--- src/common/vmem_defines.svh ---
// Sizing macros for the shared scratchpad, included by the package and every sizing RTL file
`ifndef VMEM_DEFINES_SVH
`define VMEM_DEFINES_SVH

// ----------------------------------------------------------------------
// Memory geometry
// ----------------------------------------------------------------------

// Word address width
`define VMEM_ADDR_W 6
// Data word width
`define VMEM_DATA_W 32
// Number of words, must fit the address width
`define VMEM_WORDS 64

// ----------------------------------------------------------------------
// Request lanes
// ----------------------------------------------------------------------

// Requesting lanes
`define VMEM_LANES 2
// Queue slots per lane
`define VMEM_QDEPTH 4

`endif

--- src/common/vmem_pkg.sv ---
// Shared types for the scratchpad subsystem; modules import it inside their body
`include "vmem_defines.svh"

package vmem_pkg;

  // ----------------------------------------------------------------------
  // Width types
  // ----------------------------------------------------------------------

  // Word address into the scratch memory
  typedef logic [`VMEM_ADDR_W-1:0] addr_t;

  // One data word
  typedef logic [`VMEM_DATA_W-1:0] data_t;

  // Lane number, one bit for two lanes
  typedef logic [$clog2(`VMEM_LANES)-1:0] lane_t;

  // Queue occupancy, 0 up to and including the depth
  typedef logic [$clog2(`VMEM_QDEPTH+1)-1:0] qcnt_t;

  // ----------------------------------------------------------------------
  // Request and response
  // ----------------------------------------------------------------------

  // Pushed by a lane, executed by the memory
  typedef struct packed {
    // High for a write, low for a read
    logic  we;
    // Target word
    addr_t addr;
    // Write data, ignored on reads
    data_t data;
  } mem_req_t;

  // Read response, one-cycle pulse
  typedef struct packed {
    // Response present this cycle
    logic  valid;
    // Lane that issued the read
    lane_t lane;
    // Read data
    data_t data;
  } mem_rsp_t;

endpackage

--- src/rtl/scratch_mem.sv ---
// Single-port scratch memory; writes on go, reads return a lane-tagged response next cycle
`timescale 1ns/1ps
`include "vmem_defines.svh"

module scratch_mem (
  input  logic               clk_i,
  input  logic               rst_n_i,
  input  logic               go_i,
  input  vmem_pkg::mem_req_t req_i,
  input  vmem_pkg::lane_t    lane_i,
  output vmem_pkg::mem_rsp_t rsp_o
);

  import vmem_pkg::*;

  // Word array
  data_t mem_q [`VMEM_WORDS];

  // Response pulse
  logic  rsp_valid_q;
  // Response payload
  lane_t rsp_lane_q;
  data_t rsp_data_q;

  // Unwritten words read back as zero
  initial begin
    foreach (mem_q[i]) begin
      mem_q[i] = '0;
    end
  end

  // ----------------------------------------------------------------------
  // Memory access
  // ----------------------------------------------------------------------

  // Write port
  always_ff @(posedge clk_i) begin
    if (go_i && req_i.we) begin
      mem_q[req_i.addr] <= req_i.data;
    end
  end

  // Read data and lane tag, held between reads
  always_ff @(posedge clk_i) begin
    if (go_i && !req_i.we) begin
      rsp_lane_q <= lane_i;
      rsp_data_q <= mem_q[req_i.addr];
    end
  end

  // ----------------------------------------------------------------------
  // Response
  // ----------------------------------------------------------------------

  // One cycle high per read, writes stay silent
  always_ff @(posedge clk_i or negedge rst_n_i) begin
    if (!rst_n_i) begin
      rsp_valid_q <= 1'b0;
    end else begin
      rsp_valid_q <= go_i && !req_i.we;
    end
  end

  assign rsp_o.valid = rsp_valid_q;
  assign rsp_o.lane  = rsp_lane_q;
  assign rsp_o.data  = rsp_data_q;

endmodule

--- config.mk ---
export PLATFORM = sky130hd
export DESIGN_NAME = scratch_mem
export DESIGN_NICKNAME = d
export VERILOG_FILES = /design/src/common/vmem_pkg.sv /design/src/rtl/scratch_mem.sv
export VERILOG_INCLUDE_DIRS = /design/src /design/src/common
export SDC_FILE = /design/constraint.sdc
export NUM_CORES = 2
export LEC_CHECK = 0
export BUFFER_PORTS_ARGS = -buffer_cell sky130_fd_sc_hd__buf_2
export CAP_MARGIN = 20
export CORE_ASPECT_RATIO = 1.5
export CORE_MARGIN = 4
export CORE_UTILIZATION = 39
export CTS_CLUSTER_SIZE = 12
export DETAILED_ROUTE_END_ITERATION = 12
export GPL_TIMING_DRIVEN = 1
export PLACE_DENSITY = 0.51
export SETUP_SLACK_MARGIN = 0.2
export SLEW_MARGIN = 20
export SYNTH_ARGS = -nofsm -noshare
export SYNTH_HDL_FRONTEND = slang
export SYNTH_SLANG_ARGS = --single-unit
--- constraint.sdc ---
create_clock -name clk_i -period 2.7 [get_ports clk_i]
set_input_delay 0.405 -clock clk_i [delete_from_list [all_inputs] [get_ports clk_i]]
set_output_delay 0.405 -clock clk_i [all_outputs]
set_load 0.01 [all_outputs]
==> flow_metrics.py <==
metrics = {
    "run_status": {
        "outcome": "finished clean",
    },
    "worst_setup_path": {
        "crit_buf_inv": 3,
        "r2r_setup_slack_ns": 0.24,
        "cp.arrival_ns": 3.04,
        "path_class": "primary input to flop",
        "crit_family": "simple AND/OR/NAND/NOR gates",
        "crit_chain": "clkbuf_8, buf_4, nor2b_4, buf_4, a22oi_1, o22ai_1, a211o_1, or4_4, or3_1",
        "endpoint_kind": "flop",
        "cp_max_fo": 32,
        "worstReg2RegStart": "mem_q[11][1]$_DFFE_PP_",
        "slowest_delay_ns": 0.58,
        "crit_path_frequent_cell": "buf_4",
        "worstPathRequired_ns": 3.23,
        "critPathSlowestCell": "or4_4",
        "r2r_cells": 5,
        "start_kind": "primary input",
        "reg2reg_to": "rsp_data_q[1]$_DFFE_PP_",
    },
    "sta": {
        "rsz0062_at_grt": "no",
        "finalHoldViolCount": 0,
        "fin_hold_ws_ns": 0.0611,
        "final.min_clock_period_ns": 2.51,
        "fmax_ghz": 0.399,
        "period_share": 0.928,
        "fin_skew_ns": 0.0457,
        "drv_slew": 0,
        "finalSetupViolations": 0,
        "worst_pin_slew_ns": 1.00,
        "relSlewSlack": 0.333,
    },
    "cells_and_area": {
        "fill_cells": 17000,
        "layout_commonest_cell": "edfxtp_1",
        "final_nets": 5124,
        "multi_input_area_sq_um": 15400,
        "fin_util": 0.477,
        "mostFrequentLayoutCells": "edfxtp_1, a22oi_1, buf_4, mux2i_1, o22ai_1",
        "drive_gt1_frac": 0.230,
        "syn2layout_area_growth_pct": 21.4,
        "finish.instance_area_sq_um": 95400,
        "ff_latch_area_sq_um": 62500,
    },
    "global_routing": {
        "grt_start_max_net_pins": 65,
        "grt_pass1_vias": 46300,
        "grt_overflow": 0,
        "antenna_found_initial": 19,
        "grt_usage": 0.236,
        "grt_pass1_wl_um": 354000,
    },
    "floorplanning": {
        "die_h_um": 558,
        "dieArea_sq_um": 209000,
        "core_area_sq_um": 200000,
        "die-width_um": 374,
        "fp-row-count": 201,
        "io_pins": 77,
        "start_util": 0.392,
    },
    "detailed_routing": {
        "vias": 46100,
        "drt_wl_total_um": 252000,
        "first_pass_iters": 6,
        "drc_errors": 0,
        "ant_nets": 0,
        "first_iter_violations": 4595,
        "viasPerCell": 5.92,
        "wl_per_cell_um": 32.3,
    },
    "worst_hold_path": {
        "hold_start": "req_i[8]",
        "hold_end": "mem_q[43][8]$_DFFE_PP_",
        "hold_class": "primary input to flop",
        "hold_depth": 1,
    },
    "placement": {
        "portBuffers": 76,
        "place_congestion": 0.844,
        "dpl.hpwl_um": 169000,
        "dpl_cell_area_sq_um": 89600,
    },
    "yosys": {
        "synth_edf_count": 2081,
        "synth_seq_area_share": 0.796,
        "synth-main-ff-cell": "edfxtp_1",
        "synth_seq_cells": 2082,
        "synth_nets": 4483,
        "yosys_warnings": 0,
        "syn-cell-area_sq_um": 78600,
        "async_reset_ff_frac": 0.000480,
        "avgSynthCellArea_sq_um": 17.7,
        "ys_types": 55,
        "synth_cells": 4440,
    },
    "cts": {
        "clk_latency_ns": 0.85,
        "clock_sinks": 2082,
        "clkSlewWorstSetupHoldPaths_ns": 0.06,
        "root_buffer": "clkbuf_16",
        "cts-buffers-inserted": 207,
        "postCtsSetupRepairBufs": 0,
        "clock_path_buffers": 4,
        "cts-htree-levels": 4,
        "tritoncts": "yes",
    },
    "pwr": {
        "power_density_nw_per_um2": 686,
        "ir_drop_uv": 473,
        "static-leakage-power_nw": 30.9,
    },
    "run": {
        "drv_cap": 0,
    },
}
-- flip-flops by register name, summed over array words and instances, names as in the netlist --
signal,count
mem_q,2048
rsp_lane_q,1
rsp_data_q,32
rsp_valid_q,1
-- layout make-up --
class,count,area share
diodes,6,0.000157
clock buffers,246,0.0567
clock inverters,28,0.00198
inverters,3,0.000144
multi-input cells,2024,0.162
flip-flops and latches,2082,0.655
well taps,2639,0.0346
repair buffers,763,0.0893
-- what timing repair did --
action,in CTS,in global routing
gates resized for setup,1,9
pin swaps,0,1
hold buffers,12,0
endpoints found under the setup margin,1,9
endpoints found under the hold margin,75,0
-- kinds of logic (layout without fill, tap and decap cells) --
family	after synthesis	in the layout	synth area share
compound gates	1283	1283	0.118
buf+inv	334	1040	0.0181
flops	2082	2082	0.796
mux	322	322	0.0434
other cells	0	6	0
simple gates	419	419	0.0243
-- metal layers --
layer  share of wire  GRT usage  up-vias
li1                -          -    19700
met3           0.059     0.0328      345
met4           0.027     0.0643        2
met2            0.52      0.423     1689
met1            0.39      0.301    24300
met5        0.000048          0        -
-- per-stage QoR --
stage               cells  setup WS [ns]  setup TNS [ns]  power, mW
floorplan            4440          0.107               0       38.1
global placement     7499         -0.754          -30.96       40.7
detailed placement   7499         -0.688          -34.67       40.7
CTS                  7785          0.200               0       66.0
global route         7786          0.203               0       67.4
finish               7791          0.195               0       65.4
-- synth_stat cells, drive strengths merged (3+ instances only) --
library cell	instances	share of area
nor2	155	0.0074
or4	14	0.0013
nand3	6	0.00038
nor3	49	0.0031
o22ai	238	0.019
nor2b	10	0.00080
a21boi	14	0.0013
buf	130	0.0084
o221ai	21	0.0023
mux4	8	0.0023
a311oi	16	0.0018
o32ai	4	0.00045
and3b	3	0.00033
o211ai	15	0.0014
a221o	14	0.0018
a211oi	17	0.0016
a31oi	44	0.0035
a22o	29	0.0032
o21ai	97	0.0062
nor4	15	0.0012
a21oi	70	0.0045
a22oi	477	0.046
nand2	119	0.0057
edfxtp	2081	0.80
a211o	16	0.0018
a221oi	171	0.019
o22a	30	0.0033
and3	3	0.00024
and2	3	0.00027
mux2i	242	0.031
or3	30	0.0024
nand3b	3	0.00029
clkbuf	201	0.0096
mux2	72	0.010
-- worst max path at each step --
| stage | from | end | slack, ns | cells after the start |
|---|---|---|---|---|
| 3_3_place_gp | req_i[33] | rsp_data_q[9]$_DFFE_PP_ | -0.75 | 11 |
| 6_report | req_i[32] | rsp_data_q[4]$_DFFE_PP_ | 0.19 | 9 |
| 2_1_floorplan | req_i[32] | mem_q[11][0]$_DFFE_PP_ | 0.11 | 8 |
| 5_1_grt | mem_q[9][20]$_DFFE_PP_ | rsp_data_q[20]$_DFFE_PP_ | 0.20 | 5 |
| 3_5_place_dp | req_i[33] | rsp_data_q[17]$_DFFE_PP_ | -0.69 | 11 |
| 4_1_cts | mem_q[46][4]$_DFFE_PP_ | rsp_data_q[4]$_DFFE_PP_ | 0.20 | 5 |
-- power by group --
group / internal, mW / switching [mW]
Combinational: 1.52 / 2.70
Sequential: 35.7 / 0.0783
Clock: 14.0 / 11.4
No activity file was read; power rests on OpenSTA's default activity.
