$ cat config.mk
export PLATFORM = sky130hd
export DESIGN_NAME = lane_req_queue
export DESIGN_NICKNAME = d
export VERILOG_FILES = /design/src/common/vmem_pkg.sv /design/src/fifo/modn_counter.sv /design/src/fifo/fifo_nohs.sv /design/src/rtl/lane_req_queue.sv
export VERILOG_INCLUDE_DIRS = /design/src /design/src/common
export SDC_FILE = /design/constraint.sdc
export NUM_CORES = 1
export LEC_CHECK = 0
export BUFFER_PORTS_ARGS = -buffer_cell sky130_fd_sc_hd__clkbuf_2
export CAP_MARGIN = 20
export CORE_MARGIN = 4
export CORE_UTILIZATION = 40
export DETAILED_ROUTE_END_ITERATION = 6
export SLEW_MARGIN = 10
export SYNTH_ARGS = -nofsm -noshare
export SYNTH_HDL_FRONTEND = slang
export SYNTH_SLANG_ARGS = --single-unit
$ cat constraint.sdc
create_clock -name clk_i -period 3.9 [get_ports clk_i]
set_input_delay 0.78 -clock clk_i [delete_from_list [all_inputs] [get_ports clk_i]]
set_output_delay 0.78 -clock clk_i [all_outputs]
set_load 0.05 [all_outputs]
$ cat src/common/vmem_defines.svh
// Sizing macros for the shared scratchpad, included by the package and every sizing RTL file
`ifndef VMEM_DEFINES_SVH
`define VMEM_DEFINES_SVH

// ----------------------------------------------------------------------
// Memory geometry
// ----------------------------------------------------------------------

// Word address width
`define VMEM_ADDR_W 6
// Data word width
`define VMEM_DATA_W 32
// Number of words, must fit the address width
`define VMEM_WORDS 64

// ----------------------------------------------------------------------
// Request lanes
// ----------------------------------------------------------------------

// Requesting lanes
`define VMEM_LANES 2
// Queue slots per lane
`define VMEM_QDEPTH 4

`endif

$ cat src/common/vmem_pkg.sv
// Shared types for the scratchpad subsystem; modules import it inside their body
`include "vmem_defines.svh"

package vmem_pkg;

  // ----------------------------------------------------------------------
  // Width types
  // ----------------------------------------------------------------------

  // Word address into the scratch memory
  typedef logic [`VMEM_ADDR_W-1:0] addr_t;

  // One data word
  typedef logic [`VMEM_DATA_W-1:0] data_t;

  // Lane number, one bit for two lanes
  typedef logic [$clog2(`VMEM_LANES)-1:0] lane_t;

  // Queue occupancy, 0 up to and including the depth
  typedef logic [$clog2(`VMEM_QDEPTH+1)-1:0] qcnt_t;

  // ----------------------------------------------------------------------
  // Request and response
  // ----------------------------------------------------------------------

  // Pushed by a lane, executed by the memory
  typedef struct packed {
    // High for a write, low for a read
    logic  we;
    // Target word
    addr_t addr;
    // Write data, ignored on reads
    data_t data;
  } mem_req_t;

  // Read response, one-cycle pulse
  typedef struct packed {
    // Response present this cycle
    logic  valid;
    // Lane that issued the read
    lane_t lane;
    // Read data
    data_t data;
  } mem_rsp_t;

endpackage

$ cat src/fifo/modn_counter.sv
// Wrapping modulo-N counter with clear and terminal count, used as a FIFO pointer
`timescale 1ns/1ps

module modn_counter #(
  parameter int N = 4,
  // Width also valid for N of 1
  localparam int W = (N > 1) ? $clog2(N) : 1
) (
  input  logic         clk_i,
  input  logic         rst_n_i,
  input  logic         en_i,
  input  logic         clr_i,
  output logic [W-1:0] count_o,
  output logic         tc_o
);

  // Last value before the wrap
  localparam logic [W-1:0] LAST = W'(N - 1);

  logic [W-1:0] count_q;

  // ----------------------------------------------------------------------
  // Count register
  // ----------------------------------------------------------------------

  // Clear wins over enable
  always_ff @(posedge clk_i or negedge rst_n_i) begin
    if (!rst_n_i) begin
      count_q <= '0;
    end else if (clr_i) begin
      count_q <= '0;
    end else if (en_i) begin
      // Wrap at N-1
      if (count_q == LAST) begin
        count_q <= '0;
      end else begin
        count_q <= count_q + 1'b1;
      end
    end
  end

  assign count_o = count_q;
  // High for the whole cycle spent at N-1
  assign tc_o    = (count_q == LAST);

endmodule

$ cat src/fifo/fifo_nohs.sv
// Request FIFO with externally driven push and pop, no flags; DEPTH of 0 passes data through
`timescale 1ns/1ps

module fifo_nohs #(
  parameter int DEPTH = 2
) (
  input  logic               clk_i,
  input  logic               rst_n_i,
  input  logic               flush_i,
  input  logic               push_i,
  input  logic               pop_i,
  input  vmem_pkg::mem_req_t data_i,
  output vmem_pkg::mem_req_t data_o
);

  import vmem_pkg::*;

  generate
    if (DEPTH == 0) begin : gen_bypass
      // No storage, head is the input
      assign data_o = data_i;
    end else begin : gen_fifo
      // Pointer width, at least one bit
      localparam int PTR_W = (DEPTH > 1) ? $clog2(DEPTH) : 1;

      // ------------------------------------------------------------------
      // Storage and pointers
      // ------------------------------------------------------------------

      // Next slot to read
      logic [PTR_W-1:0] head_q;
      // Next slot to write
      logic [PTR_W-1:0] tail_q;

      // Slot payloads
      mem_req_t         slot_data [DEPTH];
      // Slot occupied
      logic [DEPTH-1:0] slot_valid;

      // ------------------------------------------------------------------
      // Slot update
      // ------------------------------------------------------------------

      // Valid bits; push beats pop on the same slot
      always_ff @(posedge clk_i or negedge rst_n_i) begin
        if (!rst_n_i) begin
          slot_valid <= '0;
        end else if (flush_i) begin
          // Dropping the valid bits empties the queue
          slot_valid <= '0;
        end else begin
          for (int i = 0; i < DEPTH; i++) begin
            if (push_i && (tail_q == PTR_W'(i))) begin
              slot_valid[i] <= 1'b1;
            end else if (pop_i && (head_q == PTR_W'(i))) begin
              slot_valid[i] <= 1'b0;
            end
          end
        end
      end

      // Payload write at the tail
      always_ff @(posedge clk_i) begin
        for (int i = 0; i < DEPTH; i++) begin
          if (!flush_i && push_i && (tail_q == PTR_W'(i))) begin
            slot_data[i] <= data_i;
          end
        end
      end

      // ------------------------------------------------------------------
      // Head and tail pointers
      // ------------------------------------------------------------------

      modn_counter #(
        .N(DEPTH)
      ) u_head_cnt (
        .clk_i  (clk_i),
        .rst_n_i(rst_n_i),
        .en_i   (pop_i),
        .clr_i  (flush_i),
        .count_o(head_q),
        .tc_o   ()
      );

      modn_counter #(
        .N(DEPTH)
      ) u_tail_cnt (
        .clk_i  (clk_i),
        .rst_n_i(rst_n_i),
        .en_i   (push_i),
        .clr_i  (flush_i),
        .count_o(tail_q),
        .tc_o   ()
      );

      // ------------------------------------------------------------------
      // Output
      // ------------------------------------------------------------------

      // Head slot, zero while it holds nothing
      assign data_o = slot_valid[head_q] ? slot_data[head_q] : '0;
    end
  endgenerate

endmodule

$ cat src/rtl/lane_req_queue.sv
// Per-lane request buffer: FIFO plus occupancy count that flags pending work to the arbiter
`timescale 1ns/1ps
`include "vmem_defines.svh"

module lane_req_queue (
  input  logic               clk_i,
  input  logic               rst_n_i,
  input  logic               flush_i,
  input  logic               push_i,
  input  logic               pop_i,
  input  vmem_pkg::mem_req_t req_i,
  output logic               pending_o,
  output vmem_pkg::mem_req_t head_o
);

  import vmem_pkg::*;

  // Count at a full queue
  localparam qcnt_t QFULL = qcnt_t'(`VMEM_QDEPTH);

  // Entries held
  qcnt_t occ_q;

  // ----------------------------------------------------------------------
  // Occupancy
  // ----------------------------------------------------------------------

  // Push and pop together leave it unchanged
  always_ff @(posedge clk_i or negedge rst_n_i) begin
    if (!rst_n_i) begin
      occ_q <= '0;
    end else if (flush_i) begin
      occ_q <= '0;
    end else begin
      case ({push_i, pop_i})
        2'b10: begin
          // Saturate, the FIFO overwrites its oldest entry
          if (occ_q != QFULL) begin
            occ_q <= occ_q + 1'b1;
          end
        end
        2'b01: begin
          if (occ_q != '0) begin
            occ_q <= occ_q - 1'b1;
          end
        end
        default: begin
          occ_q <= occ_q;
        end
      endcase
    end
  end

  // Work waiting for a grant
  assign pending_o = (occ_q != '0);

  // ----------------------------------------------------------------------
  // Request storage
  // ----------------------------------------------------------------------

  fifo_nohs #(
    .DEPTH(`VMEM_QDEPTH)
  ) u_fifo (
    .clk_i  (clk_i),
    .rst_n_i(rst_n_i),
    .flush_i(flush_i),
    .push_i (push_i),
    .pop_i  (pop_i),
    .data_i (req_i),
    .data_o (head_o)
  );

endmodule

==> results.rst <==
.. list-table::
   :header-rows: 1

   * - Metric
     - Value
   * - Status
     - finished clean
   * - Post-placement cell area
     - 7420 um^2
   * - Number of top-level pins
     - 84
   * - Final setup violation count
     - 0
   * - Via count of the first global-routing pass
     - 3584
   * - Crit path from
     - u_fifo.gen_fifo.u_head_cnt.count_o[1]
   * - Residual overflow from global routing
     - 0
   * - Final antenna diode count
     - 0
   * - Worst path buffer plus inverter count
     - 2
   * - Deepest level of the CTS H-tree
     - 4
   * - Setup TNS Final
     - 0 ps
   * - Commonest cells in the netlist
     - 156 x sky130_fd_sc_hd__edfxtp_1, 39 x sky130_fd_sc_hd__mux4_2, 31 x sky130_fd_sc_hd__nor2b_1
   * - Fraction of met1 tracks used by global routing
     - 0.182
   * - Number of nets in the layout
     - 476
   * - CTS Hold Bufs
     - 0
   * - Crit path max fanout
     - 31
   * - Number of buffers created by CTS
     - 17
   * - Slew Limit Fails
     - 0
   * - Standby leakage power
     - 2.78 nW
   * - Min-Delay Path Class
     - in2async
   * - Setup Fix Bufs, Post-CTS
     - 0
   * - Overall die area
     - 19100 um^2
   * - Worst setup path class
     - reg2out
   * - Synth warnings
     - 0
   * - Detailed-router iteration count before antenna repair
     - 4
   * - Cell types with the largest area share after synthesis
     - sky130_fd_sc_hd__edfxtp_1 69%, sky130_fd_sc_hd__mux4_2 13%, sky130_fd_sc_hd__dfrtp_1 4.1%
   * - Worst endpoint required time
     - 3120 ps
   * - Busiest layer in global routing
     - met2
   * - First DRT Iteration DRCs
     - 169
   * - Register clock-pin slew on the reported worst setup and hold paths
     - 70 ps
   * - Clock root buffer
     - sky130_fd_sc_hd__clkbuf_16
   * - Critical Path Sink Type
     - output pin
   * - Cell with the largest stage delay on the worst path
     - sky130_fd_sc_hd__mux2_2
   * - Part of the Yosys area used for sequential elements
     - 0.733
   * - Total number of vias
     - 3286
   * - Layout cells sized above 1
     - 0.413
   * - Final Cycle Share
     - 0.885
   * - Clock buffer depth
     - 2
   * - Antenna viol nets, final
     - 0
   * - Placeable Area
     - 16600 um^2
   * - Async set-reset flop share out of synthesis
     - 0.0659
   * - DRC errors left
     - 0
   * - Standard-cell rows
     - 47
   * - Number of nets produced by synthesis
     - 382
   * - Cell type with the largest total area after synthesis
     - sky130_fd_sc_hd__edfxtp_1
   * - Overall routing resource usage
     - 0.138
   * - Number of placed instances, taps included
     - 624
   * - Maximum Capacitance Violations
     - 0
   * - Min setup slack post-route
     - 450 ps
   * - Estimated wirelength of the detail-placed design
     - 7690 um
   * - Largest delay share family, worst path
     - multiplexers
   * - Wire length of the first global-routing pass
     - 20100 um
   * - Critical path's largest stage delay
     - 740 ps
   * - Effective utilization at floorplan
     - 0.408
   * - Worst setup timing slack at the placement stage
     - 807 ps
   * - Total of buffers placed on input and output ports
     - 83
   * - Number of distinct standard cells referenced by the synthesized netlist
     - 34
   * - Worst relative slew slack
     - 0.441
   * - Worst setup skew after layout
     - 8.05 ps
   * - Latest clock arrival within the worst-skew pair
     - 420 ps
   * - TritonCTS clock tree
     - built
   * - Cell count after synthesis
     - 329
   * - Shortest clock period the worst path allows after layout
     - 3450 ps
   * - Met2 routing resource usage after global routing
     - 0.219
   * - Avg Synthesized Cell Area
     - 20.6 um^2
   * - Final cell count without fillers
     - 656
   * - Footprint of the multi-input gates
     - 1640 um^2
   * - Worst voltage drop across the vdd grid
     - 0.000284 V
   * - Kind of start point of the critical path
     - flop
   * - Filler Cell Count
     - 1425
   * - Worst flop-to-flop path startpoint
     - u_fifo.gen_fifo.u_tail_cnt.count_o[0]
   * - Top cell type's share of synthesized area
     - 0.693
   * - Arrival time at the worst endpoint
     - 2670 ps
   * - Measured slew at the worst slew-check pin
     - 838 ps
   * - Number of antenna violations at the first check in global routing
     - 0
   * - Die X
     - 138 um
   * - Met3 global-route usage
     - 0.0470
   * - Worst-case reg-to-reg path depth
     - 4
   * - DRT Wirelength
     - 12400 um
   * - Max Freq
     - 290 MHz
   * - Number of vias per cell
     - 5.01
   * - Layout area overhead
     - 18.5%
   * - Die Y
     - 138 um
   * - Leading cell type by number of instances after synthesis
     - sky130_fd_sc_hd__edfxtp_1
   * - Clock net sink count
     - 167
   * - Routed wire length per instance
     - 18.9 um
   * - Final Hold Violating Endpoints
     - 0
   * - Maximum number of pins on one net before global-route repair
     - 45
   * - Final non-filler cell area
     - 8020 um^2
   * - Post-synthesis register bit count
     - 167
   * - Post-cts repair resize count
     - 0
   * - Series of cell instances along the critical path
     - mux2i_1 > mux2_2 > buf_4 > nor2b_1 > clkbuf_2
   * - Most used DFF post-synth
     - sky130_fd_sc_hd__edfxtp_1
   * - Critical Path Stages
     - 5
   * - Unrepaired setup endpoints after global routing
     - false
   * - Sequential Area
     - 4960 um^2
   * - Total power draw
     - 4.11 mW
   * - Number of synthesized flops with an enable pin
     - 156
   * - Area of the mapped netlist
     - 6760 um^2
   * - Power density over the cells
     - 513 nW/um^2
   * - GP Congestion
     - 0.703
## layout make-up
cell class / instances / share of cell area
Sequential cell: 167 / 0.619
Timing Repair Buffer: 92 / 0.0634
Clock inverter: 15 / 0.0209
Inverter: 8 / 0.00375
Tap cell: 220 / 0.0343
Clock buffer: 17 / 0.0531
Multi-Input combinational cell: 137 / 0.205
## path summary, 6_finish.rpt
check	to	slack, ps
worst max register to register	u_fifo.gen_fifo.slot_data[0][9]	1980
worst max-delay path	head_o[34]	450
max in group asynchronous	u_fifo.gen_fifo.u_head_cnt.count_o[0]	3390
min in group clk_i	u_fifo.gen_fifo.slot_valid[1]	530
worst min register to register	u_fifo.gen_fifo.slot_valid[1]	530
worst min-delay path	u_fifo.gen_fifo.slot_valid[3]	240
## layer usage
layer | part of all wire | vias to the layer above
met4 | 0.010 | 0
met3 | 0.057 | 11
met1 | 0.44 | 1696
met2 | 0.49 | 82
li1 | - | 1497
met5 | 0 | -
## sequential cells by signal, summed over array words and instances, names as in the netlist
signal,count
u_fifo.gen_fifo.slot_data,156
u_fifo.gen_fifo.slot_valid,4
occ_q,3
u_fifo.gen_fifo.u_head_cnt.count_o,2
u_fifo.gen_fifo.u_tail_cnt.count_o,2
## cell usage in the layout, fill, tap and decap left out, drive strengths merged, types with 5 or more instances in the layout
master	count
nor2	11
clkbuf	100
nand2	5
ha	8
mux4	39
buf	9
edfxtp	156
nor2b	41
dfrtp	11
inv	14
## power by group
group / switching (mW) / total [mW] / internal [mW]
registers: 0.0194 / 2.03 / 2.01
clock network: 0.689 / 1.65 / 0.957
logic: 0.279 / 0.435 / 0.156
## cell families after synthesis
logic type,Yosys count,share of synthesized area
muxes,44,0.137
buffers and inverters,25,0.0244
xor gates and xnor gates,1,0.00130
and+or+nand+nor,67,0.0679
AOI/OAI and AO/OA,16,0.0179
adders and majority gates,9,0.0178
DFF,167,0.733
## through the flow
stage / utilization / hold WS [ps]
2_1_floorplan: - / 484
3_3_place_gp: 0.448 / 511
3_5_place_dp: 0.448 / 519
4_1_cts: 0.483 / 226
5_1_grt: 0.483 / 241
6_report: 0.483 / 241
(Power assumes the default switching activity.)
